<file path="src/exec_pkg.sv">
package exec_pkg;

	localparam int DATA_W     = 32;
	localparam int IMM_W      = 15;
	localparam int REG_COUNT  = 32;
	localparam int REG_ADDR_W = 5;
	localparam int MEM_WORDS  = 256;
	localparam int MEM_ADDR_W = 8;    // Word index from address bits 9..2.

	// ~~~~~~~~~~~~~~~~~~~~~~~~~~~~~~~~~~~~~~~~~~~~~~~~~~~~~~~~~~~~~~~~~~~~~~
	// Major opcodes.
	// ~~~~~~~~~~~~~~~~~~~~~~~~~~~~~~~~~~~~~~~~~~~~~~~~~~~~~~~~~~~~~~~~~~~~~~
	typedef enum logic [5:0] {
		LWI     = 6'b000100,
		LWIBI   = 6'b001100,    // Post-increment.
		SWI     = 6'b010100,
		SWIBI   = 6'b011100,    // Post-increment.
		TY_BASE = 6'b100000,
		ADDI    = 6'b101000,
		SUBRI   = 6'b101001,
		ANDI    = 6'b101010,
		XORI    = 6'b101011,
		ORI     = 6'b101100,
		SLTI    = 6'b101110,
		SLTSI   = 6'b101111
	} opcode_e;

	// ~~~~~~~~~~~~~~~~~~~~~~~~~~~~~~~~~~~~~~~~~~~~~~~~~~~~~~~~~~~~~~~~~~~~~~
	// TY_BASE sub-opcodes.
	// ~~~~~~~~~~~~~~~~~~~~~~~~~~~~~~~~~~~~~~~~~~~~~~~~~~~~~~~~~~~~~~~~~~~~~~
	typedef enum logic [4:0] {
		ADD   = 5'b00000,
		SUB   = 5'b00001,
		AND   = 5'b00010,
		XOR   = 5'b00011,
		OR    = 5'b00100,
		SLT   = 5'b00110,
		SLTS  = 5'b00111,
		SLLI  = 5'b01000,
		SRLI  = 5'b01001,
		SRAI  = 5'b01010,
		ROTRI = 5'b01011,
		SLL   = 5'b01100,
		SRL   = 5'b01101,
		SRA   = 5'b01110,
		SEB   = 5'b10000,
		SEH   = 5'b10001
	} sub_op_e;

	// Load/store sequencing in the execute stage.
	typedef enum logic [1:0] {
		IDLE   = 2'd0,
		ACCESS = 2'd1,
		RETIRE = 2'd2
	} bus_state_e;

endpackage

</file>
<file path="src/reg_file.sv">
`timescale 1ns/1ps

module reg_file (
	input  logic                            clk,
	input  logic                            reset,
	input  logic [exec_pkg::REG_ADDR_W-1:0] ra_addr,
	input  logic [exec_pkg::REG_ADDR_W-1:0] rb_addr,
	output logic [exec_pkg::DATA_W-1:0]     ra_data,
	output logic [exec_pkg::DATA_W-1:0]     rb_data,
	input  logic                            wa_en,
	input  logic [exec_pkg::REG_ADDR_W-1:0] wa_addr,
	input  logic [exec_pkg::DATA_W-1:0]     wa_data,
	input  logic                            wb_en,
	input  logic [exec_pkg::REG_ADDR_W-1:0] wb_addr,
	input  logic [exec_pkg::DATA_W-1:0]     wb_data
);
	import exec_pkg::*;

	logic [DATA_W-1:0] regs [REG_COUNT];

	assign ra_data = regs[ra_addr];
	assign rb_data = regs[rb_addr];

	always_ff @(posedge clk) begin
		if (reset) begin
			for (int i = 0; i < REG_COUNT; i++) begin
				regs[i] <= '0;
			end
		end else begin
			if (wb_en)
				regs[wb_addr] <= wb_data;
			if (wa_en)
				regs[wa_addr] <= wa_data;   // Port A last, so it wins.
		end
	end

	// Load target and base register of a post-increment load must differ.
	a_write_conflict: assert property (@(posedge clk) disable iff (reset)
		wa_en && wb_en |-> wa_addr != wb_addr);

endmodule

</file>
<file path="config.mk">
export PLATFORM = sky130hd
export DESIGN_NAME = reg_file
export DESIGN_NICKNAME = d
export VERILOG_FILES = /design/src/exec_pkg.sv /design/src/reg_file.sv
export SDC_FILE = /design/constraint.sdc
export NUM_CORES = 2
export LEC_CHECK = 0
export ABC_AREA = 1
export BUFFER_PORTS_ARGS = -buffer_cell sky130_fd_sc_hd__buf_4
export CELL_PAD_IN_SITES_DETAIL_PLACEMENT = 0
export CELL_PAD_IN_SITES_GLOBAL_PLACEMENT = 2
export CORE_MARGIN = 10
export CORE_UTILIZATION = 30
export CTS_BUF_LIST = sky130_fd_sc_hd__clkbuf_2
export CTS_CLUSTER_SIZE = 14
export DETAILED_ROUTE_END_ITERATION = 7
export GPL_TIMING_DRIVEN = 1
export HOLD_SLACK_MARGIN = 0.12
export PLACE_DENSITY_LB_ADDON = 0.1
export SLEW_MARGIN = 20
export SYNTH_ARGS = -nofsm -noshare
export SYNTH_HDL_FRONTEND = slang
export SYNTH_SLANG_ARGS = --single-unit
</file>
<file path="constraint.sdc">
create_clock -name clk -period 4.9 [get_ports clk]
set_clock_uncertainty 0.1 [all_clocks]
set_input_delay 0.98 -clock clk [delete_from_list [all_inputs] [get_ports clk]]
set_output_delay 0.98 -clock clk [all_outputs]
set_load 0.02 [all_outputs]
</file>
# [Yosys cells after proc, flatten, opt, wreduce, memory -nomap -nowiden]
# Memories as Yosys holds them, arrays and structs flattened.
# Index checks and enable logic that the tools add are counted.
[word_totals] ramBits=1024 regBits=0 output_inout_bits=64 mem_count=1 wordCells=17
[mem_list] memory="regs" words=32 width=32 read_ports=2 rd_ports_with_merged_regs=0 write_ports=32 line_no="reg_file.sv:19" text="logic [DATA_W-1:0] regs [REG_COUNT];"
[op_classes] n_mux=14 n_reduce_logical=2
[op_table] op="32-bit 2-to-1 mux" n=2
[op_table] op="32-bit OR reduction" n=2
[op_table] op="1-bit 2-to-1 mux" n=10
[op_table] op="5-bit 2-to-1 mux" n=2

# [Longest topological paths before layout]
[depth] depth_word=5 mapped_depth=12 depth_no_buf=9

# [Worst setup path after synthesis]
# Ideal clock, no wire load.
[synth_timing] kind="input to register" start="input wb_en" end="memory regs[22][0], enable pin" cell_stages=5 t_arrival_ns=3.109 setup_ns=0.431 setup_slack_ns=1.260 n_path_buf=1 path_cell_list="inv_1 -> nor2_1 -> nand3_1 -> clkbuf_1 -> o211ai_1"
[synth_lines] element="start: declaration" line_no="reg_file.sv:13" text="input logic wb_en,"
[synth_lines] element="end: declaration" line_no="reg_file.sv:19"

==> flow_results.org <==
** Clocking
- In this run the deepest clock path goes through 4 buffers.
- Clock tree root buffer cell :: clkbuf_2
- Clock tree sinks :: 1,024
- Clock-pin slew was measured on the worst setup and hold paths at 100 ps.
- Number of buffers created by CTS :: 328
- H-Tree Depth :: 5
- Post-CTS Setup Repair Bufs :: 0
- TritonCTS built the clock tree.

** Routing
- Wires add up to 357.2 mm.
- The first routing iteration left 8,810 violations.
- Post-DR vias/cell :: 6.038
- In the final routed layout, each cell accounts on average for 33.70 um.
- Vias post-DR :: 64,000
- The pre-antenna-repair detailed-routing pass consisted of 8 iterations.
- Post-route antenna net violation count :: 0
- Drc violations :: 0

** Outcome
- Result of the run :: completed

** Floorplan
- Core Footprint :: 199,700 um^2
- Std cell rows :: 164
- Measured along the y axis, the die boundary spans 467.7 um.
- I/O pin total :: 152
- The die is 467.7 um wide.
- Once the floorplan was initialized, standard cells occupied 30.12% of the core.
- Die footprint :: 218,700 um^2

** Setup path
- Cell family contributing the most delay on the critical path :: simple AND/OR/NAND/NOR gates
- Max incr delay on CP :: 410 ps
- For the worst setup path, the data arrival time is 3430 ps.
- Data required time at the worst endpoint :: 3820 ps
- Worst setup path class :: register to output pin
- Critical-path top delay cell :: edfxtp_1
- Type of element launching the critical path :: register
- Most common cell type on the critical path :: nand2_1
- Cell chain of the critical path :: nand2_1 -> nand3_1 -> nand3_1 -> nand2_1 -> nand2_1 -> nand2_1 -> nand2_1 -> nand2_2 -> buf_4
- The number of buffers and inverters on the critical path is 1.
- In this run the worst path has a maximum fanout of 2.
- STA classifies the critical path endpoint as an output pin.

** GRT
- Total congestion overflow :: 0
- The initial antenna violation count is 22.
- Entering global routing, the biggest net connects 111 pins.
- Global routing used 31.23% of the available tracks.
- Global-route wire length before repair :: 486.0 mm
- Via count of the first global-routing pass :: 61,110

** Synthesis
- During synthesis, Yosys emitted a total of 0 warnings.
- Synthesis produced a netlist whose cell count is 7,551.
- Counting flops and latches in the post-synthesis netlist gives 1,024.
- The synthesized netlist contains 15 unique library cells.
- After synthesis the cells add up to 60,130 um^2.
- When the netlist entered floorplanning its net count stood at 7,639.
- The share of the Yosys chip area taken by registers is 51.14%.
- Averaged over all synthesized cells, the footprint is 7.963 um^2.

** STA
- Unrepaired setup endpoints after global routing :: false
- Setup violations remaining at the end of the flow were counted as 0.
- Final slew viol count :: 0
- Clock period minus worst slack :: 4513 ps
- Number of endpoints with negative hold slack in the final report :: 0
- Slew of the pin with the lowest slew margin :: 1209 ps
- Part of the cycle the worst path needs :: 92.10%
- F_max :: 0.2216 GHz
- Headroom to the max-slew limit :: 19.42%
- Setup total negative slack on the finished layout was measured at 0 ps.
- Final-layout worst hold slack :: 283.1 ps

** Layout
- Final Util :: 34.87%
- Flip-flop count of the largest register after layout :: 1,024
- Fraction of layout cells with a size suffix above 1 :: 13.63%
- Post-Layout Cell Count :: 10,600
- The sequential cells in the finished layout cover a total of 30,750 um^2.
- Layout Area Growth over Synthesis :: 15.77%
- Top flop regs :: regs (1024)
- Register containing the most flip-flops in the final layout :: regs
- Multi-input gate area in the final layout :: 25,910 um^2
- The filler cells instantiated in the layout total 20,980.
- # nets final :: 7,818

** Pwr
- Leakage component of the power :: 0.02773 uW
- Dividing total power by cell area gives a power density of 305.2 nW/um^2.
- Peak ir drop on the vdd network :: 176.6 uV
- Summing internal, switching and leakage power gives 21,240 uW.

** Placed design
- Global placement routability congestion :: 0.8550
- Counting tap cells, the placed design contains a total of 9,881 instances.
- After legalization and detailed placement, the total HPWL measured 200.7 mm.
- Port Buffer Count :: 151

** Min path
- Capture endpoint of the worst hold path :: regs[4][0]
- In this run the most critical hold path is launched from wb_data[0].
- Worst Hold Depth :: 4
- The min-delay analysis places its worst path in the category input port to register.

** Job
- Number of max-capacitance violations reported :: 0
-- per-stage QoR --
stage / cell area (um^2) / worst slack, ps
6_report: 69610 / 387.2
3_3_place_gp: 65190 / 639.7
4_1_cts: 69600 / 87.04
5_1_grt: 69610 / 150.2
2_1_floorplan: 60130 / 1260
3_5_place_dp: 65190 / 669.6
-- worst max path at each step --
stage | cells after the start | end | start
floorplan | 5 | regs[22][0] | wb_en
global placement | 11 | rb_data[17] | rb_addr[0]
detailed placement | 11 | rb_data[17] | rb_addr[0]
CTS | 9 | rb_data[17] | regs[5][17]
global route | 9 | rb_data[17] | regs[5][17]
finish | 9 | rb_data[17] | regs[5][17]
-- kinds of logic (layout without fill, tap and decap cells) --
logic type / after synthesis / count (layout) / share of synthesized area, %
AND/OR/NAND/NOR: 4579 / 4579 / 31.93
AO/OA/AOI/OAI: 1036 / 1036 / 10.80
flip-flops: 1024 / 1024 / 51.14
buffers and inverters: 912 / 1300 / 6.124
other: 0 / 5 / 0
-- per-layer routing --
metal	global-route usage (%)	vias to the layer above	routed length, um
met4	13.81	12	15970
met3	7.474	920	38170
met5	0	-	120
li1	-	27210	-
met2	47.25	4276	155300
met1	42.26	31590	147600
-- report_power, final --
group	total [uW]	internal, uW	switching (uW)
sequential	10400	10100	270
combinational	3930	1090	2840
clock	6900	2540	4350
-- what timing repair did --
item,4_1_cts,5_1_grt
hold buffers,175,0
gates resized for setup,1,0
endpoints found under the setup margin,1,0
endpoints found under the hold margin,2045,0
-- cell usage in the layout (no fill, tap or decap), types with 2 or more instances in the layout --
master / n
dlygate4sd3_1: 175
clkbuf_2: 446
inv_6: 2
buf_8: 4
inv_8: 4
nor3_1: 2
clkinv_2: 13
nor2_1: 54
nand2_2: 86
bufinv_16: 2
o22ai_1: 1024
nor3_4: 2
inv_4: 2
buf_4: 410
o211ai_1: 12
inv_1: 59
nand3_1: 1546
clkinv_1: 80
edfxtp_1: 1024
buf_12: 84
inv_2: 17
nand2_1: 2881
nor3_2: 8
diode_2: 5
-- area by class of cell --
cell class | instances | area share (%)
diodes | 5 | 0.01797
flip-flops and latches | 1024 | 44.17
clock buffers | 446 | 3.207
well taps | 2656 | 4.774
clock inverters | 93 | 0.6003
repair buffers | 675 | 9.476
multi-input cells | 5615 | 37.22
inverters | 86 | 0.5284
-- cell usage after synthesis --
cell / number / area (um^2)
o211ai_1: 12 / 90.09
nand3_1: 1546 / 7737
nor2_1: 54 / 202.7
nand2_2: 1 / 6.260
nor3_4: 2 / 32.53
clkbuf_1: 552 / 2072
buf_1: 67 / 251.5
edfxtp_1: 1024 / 30750
o22ai_1: 1024 / 6406
inv_1: 79 / 296.5
nor3_1: 2 / 10.01
buf_2: 207 / 1036
nor3_2: 8 / 80.08
inv_2: 7 / 26.28
nand2_1: 2966 / 11130
Note: power is estimated with default switching activity, not from simulation.
