**src/exec_pkg.sv**
```systemverilog
package exec_pkg;

	localparam int DATA_W     = 32;
	localparam int IMM_W      = 15;
	localparam int REG_COUNT  = 32;
	localparam int REG_ADDR_W = 5;
	localparam int MEM_WORDS  = 256;
	localparam int MEM_ADDR_W = 8;    // Word index from address bits 9..2.

	// ~~~~~~~~~~~~~~~~~~~~~~~~~~~~~~~~~~~~~~~~~~~~~~~~~~~~~~~~~~~~~~~~~~~~~~
	// Major opcodes.
	// ~~~~~~~~~~~~~~~~~~~~~~~~~~~~~~~~~~~~~~~~~~~~~~~~~~~~~~~~~~~~~~~~~~~~~~
	typedef enum logic [5:0] {
		LWI     = 6'b000100,
		LWIBI   = 6'b001100,    // Post-increment.
		SWI     = 6'b010100,
		SWIBI   = 6'b011100,    // Post-increment.
		TY_BASE = 6'b100000,
		ADDI    = 6'b101000,
		SUBRI   = 6'b101001,
		ANDI    = 6'b101010,
		XORI    = 6'b101011,
		ORI     = 6'b101100,
		SLTI    = 6'b101110,
		SLTSI   = 6'b101111
	} opcode_e;

	// ~~~~~~~~~~~~~~~~~~~~~~~~~~~~~~~~~~~~~~~~~~~~~~~~~~~~~~~~~~~~~~~~~~~~~~
	// TY_BASE sub-opcodes.
	// ~~~~~~~~~~~~~~~~~~~~~~~~~~~~~~~~~~~~~~~~~~~~~~~~~~~~~~~~~~~~~~~~~~~~~~
	typedef enum logic [4:0] {
		ADD   = 5'b00000,
		SUB   = 5'b00001,
		AND   = 5'b00010,
		XOR   = 5'b00011,
		OR    = 5'b00100,
		SLT   = 5'b00110,
		SLTS  = 5'b00111,
		SLLI  = 5'b01000,
		SRLI  = 5'b01001,
		SRAI  = 5'b01010,
		ROTRI = 5'b01011,
		SLL   = 5'b01100,
		SRL   = 5'b01101,
		SRA   = 5'b01110,
		SEB   = 5'b10000,
		SEH   = 5'b10001
	} sub_op_e;

	// Load/store sequencing in the execute stage.
	typedef enum logic [1:0] {
		IDLE   = 2'd0,
		ACCESS = 2'd1,
		RETIRE = 2'd2
	} bus_state_e;

endpackage

```
**src/mem_bus_if.sv**
```systemverilog
`timescale 1ns/1ps

interface mem_bus_if;
	import exec_pkg::*;

	logic              req;     // Held until ack.
	logic              we;
	logic [DATA_W-1:0] addr;    // Byte address.
	logic [DATA_W-1:0] wdata;
	logic [DATA_W-1:0] rdata;   // Valid with ack.
	logic              ack;

	modport requester (
		output req, we, addr, wdata,
		input  rdata, ack
	);

	modport memory (
		input  req, we, addr, wdata,
		output rdata, ack
	);

endinterface

```
**src/mem_arbiter.sv**
```systemverilog
`timescale 1ns/1ps

module mem_arbiter (
	input  logic         clk,
	input  logic         reset,
	mem_bus_if.memory    core_bus,
	mem_bus_if.memory    host_bus,
	mem_bus_if.requester mem_bus
);
	import exec_pkg::*;

	logic              host_pend;
	logic              host_we_q;
	logic [DATA_W-1:0] host_addr_q;
	logic [DATA_W-1:0] host_wdata_q;
	logic              locked;
	logic              owner_host;
	logic              sel_host;

	// Core first, unless a grant is already held.
	assign sel_host = locked ? owner_host : !core_bus.req;

	assign mem_bus.req   = core_bus.req || host_pend;
	assign mem_bus.we    = sel_host ? host_we_q : core_bus.we;
	assign mem_bus.addr  = sel_host ? host_addr_q : core_bus.addr;
	assign mem_bus.wdata = sel_host ? host_wdata_q : core_bus.wdata;

	assign core_bus.ack   = mem_bus.ack && !owner_host;
	assign host_bus.ack   = mem_bus.ack && owner_host;
	assign core_bus.rdata = mem_bus.rdata;
	assign host_bus.rdata = mem_bus.rdata;

	always_ff @(posedge clk) begin
		if (reset) begin
			host_pend    <= 1'b0;
			host_we_q    <= 1'b0;
			host_addr_q  <= '0;
			host_wdata_q <= '0;
			locked       <= 1'b0;
			owner_host   <= 1'b0;
		end else begin
			if (host_bus.req) begin    // Strobe, held here until ack.
				host_pend    <= 1'b1;
				host_we_q    <= host_bus.we;
				host_addr_q  <= host_bus.addr;
				host_wdata_q <= host_bus.wdata;
			end else if (host_bus.ack) begin
				host_pend <= 1'b0;
			end

			if (mem_bus.ack) begin
				locked <= 1'b0;
			end else if (mem_bus.req && !locked) begin
				locked     <= 1'b1;
				owner_host <= sel_host;
			end
		end
	end

	a_ack_owned: assert property (@(posedge clk) disable iff (reset)
		mem_bus.ack |-> locked);

endmodule

```
**src/flat_wrapper.sv**
```systemverilog
// flat-port wrapper written by rule: the top's interface ports become plain ports
module mem_arbiter_flat import exec_pkg::*;
  (clk, reset, core_bus_req, core_bus_we, core_bus_addr, core_bus_wdata, core_bus_rdata, core_bus_ack, host_bus_req, host_bus_we, host_bus_addr, host_bus_wdata, host_bus_rdata, host_bus_ack, mem_bus_req, mem_bus_we, mem_bus_addr, mem_bus_wdata, mem_bus_rdata, mem_bus_ack);
  mem_bus_if core_bus_i ();
  mem_bus_if host_bus_i ();
  mem_bus_if mem_bus_i ();
  input  logic clk;
  input  logic reset;
  input wire logic [$bits(core_bus_i.req)-1:0] core_bus_req;
  input wire logic [$bits(core_bus_i.we)-1:0] core_bus_we;
  input wire logic [$bits(core_bus_i.addr)-1:0] core_bus_addr;
  input wire logic [$bits(core_bus_i.wdata)-1:0] core_bus_wdata;
  output wire logic [$bits(core_bus_i.rdata)-1:0] core_bus_rdata;
  output wire logic [$bits(core_bus_i.ack)-1:0] core_bus_ack;
  input wire logic [$bits(host_bus_i.req)-1:0] host_bus_req;
  input wire logic [$bits(host_bus_i.we)-1:0] host_bus_we;
  input wire logic [$bits(host_bus_i.addr)-1:0] host_bus_addr;
  input wire logic [$bits(host_bus_i.wdata)-1:0] host_bus_wdata;
  output wire logic [$bits(host_bus_i.rdata)-1:0] host_bus_rdata;
  output wire logic [$bits(host_bus_i.ack)-1:0] host_bus_ack;
  output wire logic [$bits(mem_bus_i.req)-1:0] mem_bus_req;
  output wire logic [$bits(mem_bus_i.we)-1:0] mem_bus_we;
  output wire logic [$bits(mem_bus_i.addr)-1:0] mem_bus_addr;
  output wire logic [$bits(mem_bus_i.wdata)-1:0] mem_bus_wdata;
  input wire logic [$bits(mem_bus_i.rdata)-1:0] mem_bus_rdata;
  input wire logic [$bits(mem_bus_i.ack)-1:0] mem_bus_ack;
  assign core_bus_i.req = core_bus_req;
  assign core_bus_i.we = core_bus_we;
  assign core_bus_i.addr = core_bus_addr;
  assign core_bus_i.wdata = core_bus_wdata;
  assign core_bus_rdata = core_bus_i.rdata;
  assign core_bus_ack = core_bus_i.ack;
  assign host_bus_i.req = host_bus_req;
  assign host_bus_i.we = host_bus_we;
  assign host_bus_i.addr = host_bus_addr;
  assign host_bus_i.wdata = host_bus_wdata;
  assign host_bus_rdata = host_bus_i.rdata;
  assign host_bus_ack = host_bus_i.ack;
  assign mem_bus_req = mem_bus_i.req;
  assign mem_bus_we = mem_bus_i.we;
  assign mem_bus_addr = mem_bus_i.addr;
  assign mem_bus_wdata = mem_bus_i.wdata;
  assign mem_bus_i.rdata = mem_bus_rdata;
  assign mem_bus_i.ack = mem_bus_ack;
  mem_arbiter u_core (.clk(clk), .reset(reset), .core_bus(core_bus_i), .host_bus(host_bus_i), .mem_bus(mem_bus_i));
endmodule
```
**config.mk**
```make
export PLATFORM = sky130hd
export DESIGN_NAME = mem_arbiter_flat
export DESIGN_NICKNAME = d
export VERILOG_FILES = /design/src/exec_pkg.sv /design/src/mem_bus_if.sv /design/src/mem_arbiter.sv /design/src/flat_wrapper.sv
export SDC_FILE = /design/constraint.sdc
export NUM_CORES = 1
export LEC_CHECK = 0
export ABC_AREA = 1
export BUFFER_PORTS_ARGS = -buffer_cell sky130_fd_sc_hd__buf_2
export CAP_MARGIN = 20
export CORE_AREA = 2 2 117 119
export DETAILED_ROUTE_END_ITERATION = 7
export DIE_AREA = 0 0 119 121
export SYNTH_ARGS = -nofsm -noshare
export SYNTH_HDL_FRONTEND = slang
export SYNTH_SLANG_ARGS = --single-unit
```
**constraint.sdc**
```tcl
create_clock -name clk -period 1.15 [get_ports clk]
set_input_delay 0 -clock clk [delete_from_list [all_inputs] [get_ports clk]]
set_output_delay 0 -clock clk [all_outputs]
set_load 0.01 [all_outputs]
```
Word level (Yosys, flattened, before mapping)

Index checks and enable logic that the tools add are counted.

Bits in registers: 68
Bits in latches: 0
RAM bits: 0
ROM bits: 0
Input port bits: 167
Output and inout bits: 132
Memories kept: 0

Add/sub/neg operators: 0
$mul: 0
Divide/modulo/power cells: 0
$lt $le $gt $ge: 0
Equal/unequal tests: 0
Shift-type cells: 0
Multiplexer cells: 6
Bitwise gates (word level): 1
Reductions and logical operators: 10

Operator list:

| operator            | number |
|---|---|
| 32-bit two-way mux  | 2 |
| 1-bit two-way mux   | 4 |
| 1-bit logical AND   | 3 |
| 1-bit zero test     | 3 |
| 2-bit AND reduction | 1 |
| 2-bit nonzero test  | 1 |
| 2-bit OR reduction  | 1 |
| 1-bit logical OR    | 1 |
| 1-bit NOT           | 1 |

Logic depth before layout (Yosys ltp)

Gate-level depths: netlist of the first run.

Word-level depth: 3
Depth in mapped cells: 7
Depth with buffers taken out: 5

Least setup slack after synthesis of the first run

OpenSTA, ideal clock, no wires.

Path kind: flip-flop to output port
Start: register u_core.locked
End: output port mem_bus_addr[0]
Arrival: 0.950 ns
Required time: 1.150 ns
Slack: 0.200 ns
Cell stages (with the launch flop): 7
Path through: dfxtp_1 -> inv_1 -> nand2_1 -> buf_4 -> buf_2 -> nand3_1 -> nand2_1

Longest elaborated chain between the ends: 2

Ends and longest elaborated chain:

| item                   | RTL line           | RTL |
|---|---|---|
| from (decl)            | mem_arbiter.sv:16  | `logic locked;` |
| from (signal assigned) | mem_arbiter.sv:39  | `locked <= 1'b0;` |
| from (signal assigned) | mem_arbiter.sv:52  | `locked <= 1'b0;` |
| from (signal assigned) | mem_arbiter.sv:54  | `locked <= 1'b1;` |
| 1-bit two-way mux      | mem_arbiter.sv:21  | `assign sel_host = locked ? owner_host : !core_bus.req;` |
| 32-bit two-way mux     | mem_arbiter.sv:25  | `assign mem_bus.addr = sel_host ? host_addr_q : core_bus.addr;` |
| to (decl)              | flat_wrapper.sv:23 | `output wire logic [$bits(mem_bus_i.addr)-1:0] mem_bus_addr;` |

No other way between the ends.

Final worst setup path of the first run

Start: register u_core.locked
End: output port mem_bus_addr[14]

Same word-level chain as after synthesis.

==> impl_metrics.prom, run 1 <==
# TYPE chip_impl_metric gauge
chip_impl_metric{name="period_share",unit=""} 1.25
chip_impl_info{name="clk_root_buffer_cell",value="sky130_fd_sc_hd__clkbuf_16"} 1
chip_impl_metric{name="reg2reg_setup_slack",unit="ns"} 0.26
chip_impl_metric{name="wl_per_cell",unit="µm"} 14.8
chip_impl_metric{name="clock_h_tree_levels",unit=""} 3
chip_impl_metric{name="switchingPower",unit="µW"} 2110
chip_impl_metric{name="detail_route.drc_violations",unit=""} 0
chip_impl_metric{name="num_vias",unit=""} 4425
chip_impl_metric{name="yosysSeqAreaShare",unit=""} 0.355
chip_impl_metric{name="syn-num-nets",unit=""} 754
chip_impl_metric{name="design_power_total",unit="µW"} 7370
chip_impl_metric{name="post_placement_setup_slack",unit="ns"} -0.00550
chip_impl_metric{name="postLayoutCoreUtil",unit=""} 0.468
chip_impl_metric{name="first_iter_violations",unit=""} 232
chip_impl_metric{name="tightest_slew",unit="ns"} 0.334
chip_impl_metric{name="cp_arrival",unit="ns"} 1.43
chip_impl_info{name="main_combinational_cell_family_by_area_after_synthesis",value="simple AND/OR/NAND/NOR gates"} 1
chip_impl_metric{name="stdcell_count",unit=""} 967
chip_impl_info{name="synth_top_flop_cell",value="sky130_fd_sc_hd__dfxtp_1"} 1
chip_impl_metric{name="gp_congestion",unit=""} 0.737
chip_impl_metric{name="clock_path_buffers",unit=""} 2
chip_impl_metric{name="drt-pass1-iter-count",unit=""} 4
chip_impl_metric{name="dpl.cell_count",unit=""} 873
chip_impl_metric{name="synthToLayoutAreaGrowth",unit="%"} 59.9
chip_impl_info{name="critical_path_class",value="flop to output port"} 1
chip_impl_metric{name="timing_hold_violations_final",unit=""} 0
chip_impl_metric{name="floorplan.initialDensity",unit=""} 0.293
chip_impl_metric{name="numCtsBuffers",unit=""} 9
chip_impl_info{name="result_of_the_run",value="finished with violations"} 1
chip_impl_metric{name="synth-compound-area-share",unit=""} 0.0875
chip_impl_metric{name="period_minus_slack",unit="ns"} 1.43
chip_impl_info{name="failing_checks",value="setup timing"} 1
chip_impl_metric{name="slew_violations",unit=""} 0
chip_impl_metric{name="netlist_instances",unit=""} 587
chip_impl_metric{name="syn-cell-area",unit="µm²"} 3830
chip_impl_metric{name="antenna-diode-count",unit=""} 0
chip_impl_metric{name="final.setup.tns",unit="ns"} -16.26
chip_impl_metric{name="synthesis.area_per_instance",unit="µm²"} 6.53
chip_impl_metric{name="fraction_of_final_layout_cells_with_drive_strength_greater_than_1",unit=""} 0.388
chip_impl_metric{name="initial_antenna_violation_count",unit=""} 0
chip_impl_metric{name="row_count",unit=""} 42
chip_impl_info{name="worst_setup_path_startpoint",value="u_core.locked"} 1
chip_impl_metric{name="grt_pass1_vias",unit=""} 4186
chip_impl_metric{name="maximum_number_of_pins_on_one_net_before_global_route_repair",unit=""} 38
chip_impl_metric{name="post_synthesis_simple_gate_area_fraction",unit=""} 0.352
chip_impl_metric{name="floorplan.core_area",unit="µm²"} 13100
chip_impl_metric{name="port-buffer-count",unit=""} 202
chip_impl_info{name="r2r-start",value="u_core.locked"} 1
chip_impl_metric{name="r2r.worst_path.cells",unit=""} 5
chip_impl_metric{name="switching_share",unit=""} 0.286
chip_impl_metric{name="power.share.clock",unit=""} 0.370
chip_impl_info{name="setup.worst_path.start_class",value="flop"} 1
chip_impl_metric{name="grt_first_pass_wirelength",unit="µm"} 20300
chip_impl_metric{name="die-height",unit="µm"} 121
chip_impl_metric{name="worst_skew_pair.late_latency",unit="ns"} 0.33
chip_impl_metric{name="synth_cell_type_count",unit=""} 16
chip_impl_metric{name="routed_wirelength",unit="µm"} 14300
chip_impl_metric{name="clock.fmax",unit="MHz"} 698
chip_impl_metric{name="timing.max_cap.violations",unit=""} 0
chip_impl_metric{name="combPwrFrac",unit=""} 0.276
chip_impl_metric{name="globalRouteOverflowTotal",unit=""} 0
chip_impl_metric{name="die_outline_area",unit="µm²"} 14400
chip_impl_metric{name="clk_pin_slew_worst_paths",unit="ns"} 0.05
chip_impl_metric{name="antenna_left",unit=""} 0
chip_impl_metric{name="synth_adder_area_share",unit=""} 0
chip_impl_metric{name="maxSlewHeadroom",unit=""} 0.777
chip_impl_metric{name="critical_path.max_fanout",unit=""} 8
chip_impl_metric{name="vdd_ir_drop_max",unit="mV"} 0.500
chip_impl_info{name="cts_tree",value="built"} 1
chip_impl_metric{name="setup_viol",unit=""} 65
chip_impl_metric{name="die_w",unit="µm"} 119
chip_impl_metric{name="synth.mux.area_fraction",unit=""} 0
chip_impl_metric{name="half_perimeter_wire_length_after_detailed_placement",unit="µm"} 8780
chip_impl_metric{name="nNetsFinal",unit=""} 954
chip_impl_metric{name="warnings_synthesis",unit=""} 0
chip_impl_metric{name="synth_edf_count",unit=""} 0
chip_impl_metric{name="static-leakage-power",unit="µW"} 0.00316
chip_impl_metric{name="clock-sinks",unit=""} 68
chip_impl_info{name="min-delay-path-class",value="input pin to output port"} 1
chip_impl_metric{name="synth_xor_area_frac",unit=""} 0
chip_impl_metric{name="worst_slack",unit="ns"} -0.283
chip_impl_metric{name="cp_data_required_time",unit="ns"} 1.15
chip_impl_info{name="crit_end",value="mem_bus_addr[14]"} 1
chip_impl_metric{name="postSynth.asyncResetShare",unit=""} 0
chip_impl_metric{name="postSynthRegisterBits",unit=""} 68
chip_impl_metric{name="track_usage",unit=""} 0.176
chip_impl_metric{name="num_io_pins",unit=""} 299
chip_impl_metric{name="detail_route.vias_per_cell",unit=""} 4.58
chip_impl_metric{name="intPower",unit="µW"} 5270
chip_impl_metric{name="powerDensity",unit="nW/µm²"} 1200
chip_impl_metric{name="sequentialPowerShare",unit=""} 0.354
chip_impl_info{name="grt_setup_unrepaired",value="true"} 1
chip_impl_info{name="end_kind",value="output port"} 1
chip_impl_metric{name="final.setup_skew",unit="ns"} 0.00141
chip_impl_info{name="hold_path_startpoint",value="mem_bus_rdata[30]"} 1
[per-layer routing]
| layer | global-route usage | routed length (µm) | vias to the layer above |
|---|---|---|---|
| met3 | 0.0418 | 982 | 41 |
| met4 | 0.0848 | 480 | 0 |
| met2 | 0.306 | 7100 | 229 |
| met1 | 0.204 | 5770 | 1965 |
| met5 | 0 | 0 | - |
| li1 | - | - | 2190 |
[how the worst min path moves through the flow]
stage / to / slack [ns] / cells past startpoint
after floorplan: u_core.host_pend / 0.07 / 1
final: core_bus_rdata[30] / 0.00004 / 0
after global placement: core_bus_rdata[17] / 0.0001 / 0
after detailed placement: core_bus_rdata[17] / 0.0001 / 0
after CTS: core_bus_rdata[17] / 0.0001 / 0
after global routing: core_bus_rdata[17] / 0.00009 / 0
[metrics by stage]
| stage | hold slack, ns | cell area [µm²] |
|---|---|---|
| floorplan | 0.0691 | 3830 |
| global placement | 0.000106 | 4530 |
| detailed placement | 0.000106 | 4530 |
| CTS | 0.000106 | 5630 |
| global route | 0.0000906 | 6130 |
| finish | 0.0000373 | 6130 |
[registers in the layout, summed over array words and instances, names as in the netlist, named ones only]
| name | flops |
|---|---|
| u_core.host_addr_q | 32 |
| u_core.host_pend | 1 |
| u_core.host_wdata_q | 32 |
| u_core.host_we_q | 1 |
| u_core.locked | 1 |
[Yosys cell counts, types with 3 or more instances]
| cell | number | area share |
|---|---|---|
| sky130_fd_sc_hd__o21ai_0 | 58 | 0.076 |
| sky130_fd_sc_hd__buf_2 | 15 | 0.020 |
| sky130_fd_sc_hd__buf_4 | 76 | 0.15 |
| sky130_fd_sc_hd__o21ai_1 | 7 | 0.0091 |
| sky130_fd_sc_hd__clkbuf_1 | 6 | 0.0059 |
| sky130_fd_sc_hd__nor2_1 | 134 | 0.13 |
| sky130_fd_sc_hd__inv_2 | 3 | 0.0029 |
| sky130_fd_sc_hd__buf_6 | 7 | 0.021 |
| sky130_fd_sc_hd__dfxtp_1 | 68 | 0.36 |
| sky130_fd_sc_hd__nand3_1 | 65 | 0.085 |
| sky130_fd_sc_hd__nand2_1 | 138 | 0.14 |
| sky130_fd_sc_hd__inv_1 | 5 | 0.0049 |
[critical path, cell delays in order, from the launching register on]
cell,delay (ns)
sky130_fd_sc_hd__dfxtp_4,0.36
sky130_fd_sc_hd__inv_4,0.07
sky130_fd_sc_hd__nand2_8,0.07
sky130_fd_sc_hd__nand2_8,0.16
sky130_fd_sc_hd__clkbuf_16,0.21
sky130_fd_sc_hd__nand2_2,0.05
sky130_fd_sc_hd__nand2_1,0.05
sky130_fd_sc_hd__buf_2,0.12
[power groups by stage]
| stage | clock, µW | combinational [µW] | sequential, µW |
|---|---|---|---|
| floorplan | 0 | 1050 | 2630 |
| global placement | 0 | 1430 | 2650 |
| detailed placement | 0 | 1430 | 2650 |
| CTS | 2790 | 1720 | 2600 |
| global route | 2910 | 2230 | 2630 |
| finish | 2730 | 2040 | 2610 |
[layout by cell type, fill, tap and decap left out]
master / n
sky130_fd_sc_hd__nor3_1: 1
sky130_fd_sc_hd__dlygate4sd3_1: 68
sky130_fd_sc_hd__nand2_1: 90
sky130_fd_sc_hd__buf_12: 10
sky130_fd_sc_hd__inv_2: 3
sky130_fd_sc_hd__dfxtp_2: 1
sky130_fd_sc_hd__dfxtp_1: 66
sky130_fd_sc_hd__nand2_2: 29
sky130_fd_sc_hd__o21ai_1: 7
sky130_fd_sc_hd__nand3_1: 51
sky130_fd_sc_hd__buf_6: 11
sky130_fd_sc_hd__nand2_8: 2
sky130_fd_sc_hd__clkbuf_16: 15
sky130_fd_sc_hd__nand2_4: 17
sky130_fd_sc_hd__nand3_2: 14
sky130_fd_sc_hd__inv_4: 1
sky130_fd_sc_hd__clkbuf_8: 1
sky130_fd_sc_hd__bufinv_16: 1
sky130_fd_sc_hd__a21oi_1: 2
sky130_fd_sc_hd__dfxtp_4: 1
sky130_fd_sc_hd__o21ai_0: 58
sky130_fd_sc_hd__nor2_1: 134
sky130_fd_sc_hd__buf_2: 192
sky130_fd_sc_hd__clkinv_2: 1
sky130_fd_sc_hd__clkbuf_1: 3
sky130_fd_sc_hd__buf_16: 3
sky130_fd_sc_hd__buf_4: 5
sky130_fd_sc_hd__inv_1: 4
[what timing repair did]
action | CTS | global route
hold endpoints to repair | 68 | 0
resized for setup | 23 | 77
hold buffers | 68 | 0
setup endpoints to repair | 65 | 65
setup buffers | 0 | 1
cloned | 2 | 8
pin swaps | 2 | 6
[cells by family (layout without fill, tap and decap cells)]
family,count (synthesis),after routing
AND/OR/NAND/NOR,338,338
flip-flops,68,68
AO/OA/AOI/OAI,67,67
buffers and inverters,114,318
[area by class of cell]
type	count	area, µm²
clock buffer	13	250
clock inverter	2	35.0
fill	1302	6960
inverter	8	32.5
multi-input combinational	405	1990
sequential	68	1370
tap	176	220
timing repair buffer	295	2240
(Power assumes the default switching activity.)
==> run 2: changes to the inputs <==
Settings changed: CORE_AREA 2 2 117 119 to 2 2 116 118, DIE_AREA 0 0 119 121 to 0 0 118 120, PLACE_DENSITY from default to 0.66.
Clock period 1.15 ns to 1.2 ns, I/O delays scaled along.
==> impl_metrics.prom, run 2 (same netlist as run 1, synthesis figures left out) <==
# TYPE chip_impl_metric gauge
chip_impl_metric{name="wl_per_cell",unit="µm"} 15.0
chip_impl_metric{name="design_area",unit="µm²"} 5970
chip_impl_info{name="grt_setup_unrepaired",value="true"} 1
chip_impl_metric{name="globalRouteOverflowTotal",unit=""} 0
chip_impl_metric{name="ff_latch_area",unit="µm²"} 1370
chip_impl_metric{name="first_iter_violations",unit=""} 225
chip_impl_metric{name="multi_input_combinational_cell_area",unit="µm²"} 1880
chip_impl_metric{name="worst_slack",unit="ns"} -0.254
chip_impl_info{name="min-delay-path-class",value="input pin to output port"} 1
chip_impl_metric{name="synthToLayoutAreaGrowth",unit="%"} 55.7
chip_impl_metric{name="antenna_left",unit=""} 0
chip_impl_metric{name="fraction_of_final_layout_cells_with_drive_strength_greater_than_1",unit=""} 0.358
chip_impl_metric{name="detail_route.drc_violations",unit=""} 0
chip_impl_info{name="critical-path-top-cell-by-count",value="sky130_fd_sc_hd__nand2_8"} 1
chip_impl_info{name="setup.worst_path.start_class",value="flop"} 1
chip_impl_metric{name="tightest_slew",unit="ns"} 0.306
chip_impl_metric{name="critPathMaxStageDelay",unit="ns"} 0.40
chip_impl_metric{name="postLayoutCoreUtil",unit=""} 0.460
chip_impl_info{name="critical_path_class",value="flop to output port"} 1
chip_impl_info{name="end_kind",value="output port"} 1
chip_impl_metric{name="die_outline_area",unit="µm²"} 14200
chip_impl_metric{name="clock-sinks",unit=""} 68
chip_impl_metric{name="placedInstanceArea",unit="µm²"} 4510
chip_impl_info{name="final_cell_mix",value="sky130_fd_sc_hd__buf_2, sky130_fd_sc_hd__nor2_1, sky130_fd_sc_hd__nand2_1"} 1
chip_impl_metric{name="design_power_total",unit="µW"} 7210
chip_impl_metric{name="vdd_ir_drop_max",unit="mV"} 0.669
chip_impl_metric{name="row_count",unit=""} 42
chip_impl_metric{name="clock.fmax",unit="MHz"} 688
chip_impl_metric{name="timing.max_cap.violations",unit=""} 0
chip_impl_metric{name="clock_path_buffers",unit=""} 2
chip_impl_metric{name="grt_pass1_vias",unit=""} 4099
chip_impl_metric{name="track_usage",unit=""} 0.169
chip_impl_info{name="clk_root_buffer_cell",value="sky130_fd_sc_hd__clkbuf_16"} 1
chip_impl_metric{name="drt-pass1-iter-count",unit=""} 4
chip_impl_metric{name="initial_antenna_violation_count",unit=""} 0
chip_impl_metric{name="setup_viol",unit=""} 65
chip_impl_metric{name="maximum_number_of_pins_on_one_net_before_global_route_repair",unit=""} 67
chip_impl_metric{name="numCtsBuffers",unit=""} 9
chip_impl_metric{name="die-height",unit="µm"} 120
chip_impl_info{name="failing_checks",value="setup timing"} 1
chip_impl_metric{name="detail_route.vias_per_cell",unit=""} 4.61
chip_impl_metric{name="routed_wirelength",unit="µm"} 14500
chip_impl_metric{name="cp_data_required_time",unit="ns"} 1.20
chip_impl_metric{name="floorplan.core_area",unit="µm²"} 13000
chip_impl_metric{name="nFillCells",unit=""} 1310
chip_impl_metric{name="die_w",unit="µm"} 118
chip_impl_metric{name="period_share",unit=""} 1.21
chip_impl_info{name="critical_path.top_delay_family",value="buffers and inverters"} 1
chip_impl_metric{name="gp_congestion",unit=""} 0.740
chip_impl_metric{name="critical_path.n_buffers_inverters",unit=""} 3
chip_impl_info{name="timing.critical_path.cells",value="inv_4 > nand2_8 > nand2_8 > clkbuf_16 > nand2_4 > nand2_1 > buf_2"} 1
chip_impl_metric{name="port-buffer-count",unit=""} 202
chip_impl_metric{name="slew_violations",unit=""} 0
chip_impl_info{name="cts_tree",value="built"} 1
chip_impl_metric{name="grt_first_pass_wirelength",unit="µm"} 19600
chip_impl_info{name="worst_path_max_delay_cell",value="sky130_fd_sc_hd__dfxtp_4"} 1
chip_impl_info{name="result_of_the_run",value="finished with violations"} 1
chip_impl_info{name="layout_commonest_cell",value="sky130_fd_sc_hd__buf_2"} 1
chip_impl_metric{name="clk_pin_slew_worst_paths",unit="ns"} 0.05
chip_impl_metric{name="half_perimeter_wire_length_after_detailed_placement",unit="µm"} 8130
chip_impl_metric{name="worst_skew_pair.late_latency",unit="ns"} 0.33
chip_impl_metric{name="period_minus_slack",unit="ns"} 1.45
chip_impl_metric{name="nNetsFinal",unit=""} 949
chip_impl_metric{name="final.setup_skew",unit="ns"} 0.00512
chip_impl_metric{name="antenna-diode-count",unit=""} 0
chip_impl_metric{name="powerDensity",unit="nW/µm²"} 1210
chip_impl_metric{name="num_io_pins",unit=""} 299
chip_impl_metric{name="cp_arrival",unit="ns"} 1.45
chip_impl_info{name="largest_registers",value="u_core.host_addr_q (32), u_core.host_wdata_q (32)"} 1
chip_impl_metric{name="critical_path.max_fanout",unit=""} 8
chip_impl_metric{name="floorplan.initialDensity",unit=""} 0.295
chip_impl_metric{name="static-leakage-power",unit="µW"} 0.00309
chip_impl_metric{name="num_vias",unit=""} 4436
chip_impl_metric{name="maxSlewHeadroom",unit=""} 0.796
chip_impl_metric{name="timing_hold_violations_final",unit=""} 0
chip_impl_metric{name="clock_h_tree_levels",unit=""} 3
chip_impl_metric{name="post_placement_setup_slack",unit="ns"} 0.0693
run 2: through the flow:
| step | hold slack, ns | instances | TNS, ns |
|---|---|---|---|
| 6_report | 0.0000242 | 963 | -14.35 |
| 5_1_grt | 0.0000932 | 963 | -19.20 |
| 4_1_cts | 0.000106 | 954 | -12.30 |
| 3_5_place_dp | 0.000106 | 870 | 0 |
| 3_3_place_gp | 0.000106 | 870 | 0 |
| 2_1_floorplan | 0.0691 | 587 | 0 |
run 2: final timing paths:
path,to,cells past startpoint,slack [ns],startpoint
worst max register to register,flop,4,0.42,u_core.locked
worst max-delay path,mem_bus_wdata[4],7,-0.25,u_core.locked
worst min-delay path,host_bus_rdata[17],0,0.00002,mem_bus_rdata[17]
worst min register to register,u_core.host_pend,2,0.46,u_core.host_pend
run 2: repair_timing:
action                     in CTS  in global routing
hold endpoints to repair       68                  0
buffers inserted                0                  2
setup endpoints to repair      65                 65
resized for setup               3                 66
cloned                          0                  7
hold buffers                   68                  0
pin swaps                       0                  3
run 2: worst reg2reg max path, stage by stage (launching register included):
cell and delay, ns:
sky130_fd_sc_hd__dfxtp_4 0.37, sky130_fd_sc_hd__nor2_1 0.15, sky130_fd_sc_hd__nand2_1 0.06, sky130_fd_sc_hd__nand2_1 0.05, sky130_fd_sc_hd__nor2_1 0.04
run 2: routing by layer:
metal / share of wire / global-route usage / up-vias
met5: 0 / 0 / -
met4: 0.034 / 0.0986 / 0
met2: 0.51 / 0.299 / 226
met1: 0.38 / 0.185 / 1978
met3: 0.076 / 0.0399 / 40
li1: - / - / 2192
run 2: report_power, final:
group	leakage (µW)	internal [µW]	total [µW]	switching [µW]
Clock	0.000149	1820	2840	1020
Combinational	0.00237	920	1870	952
Sequential	0.000566	2420	2500	80.8
run 2: final cells by class:
cell class | instances | share of cell area
Clock inverter | 6 | 0.0149
Sequential cell | 68 | 0.229
Timing Repair Buffer | 290 | 0.360
Tap cell | 176 | 0.0369
Inverter | 8 | 0.00545
Clock buffer | 10 | 0.0383
Multi-Input combinational cell | 405 | 0.315
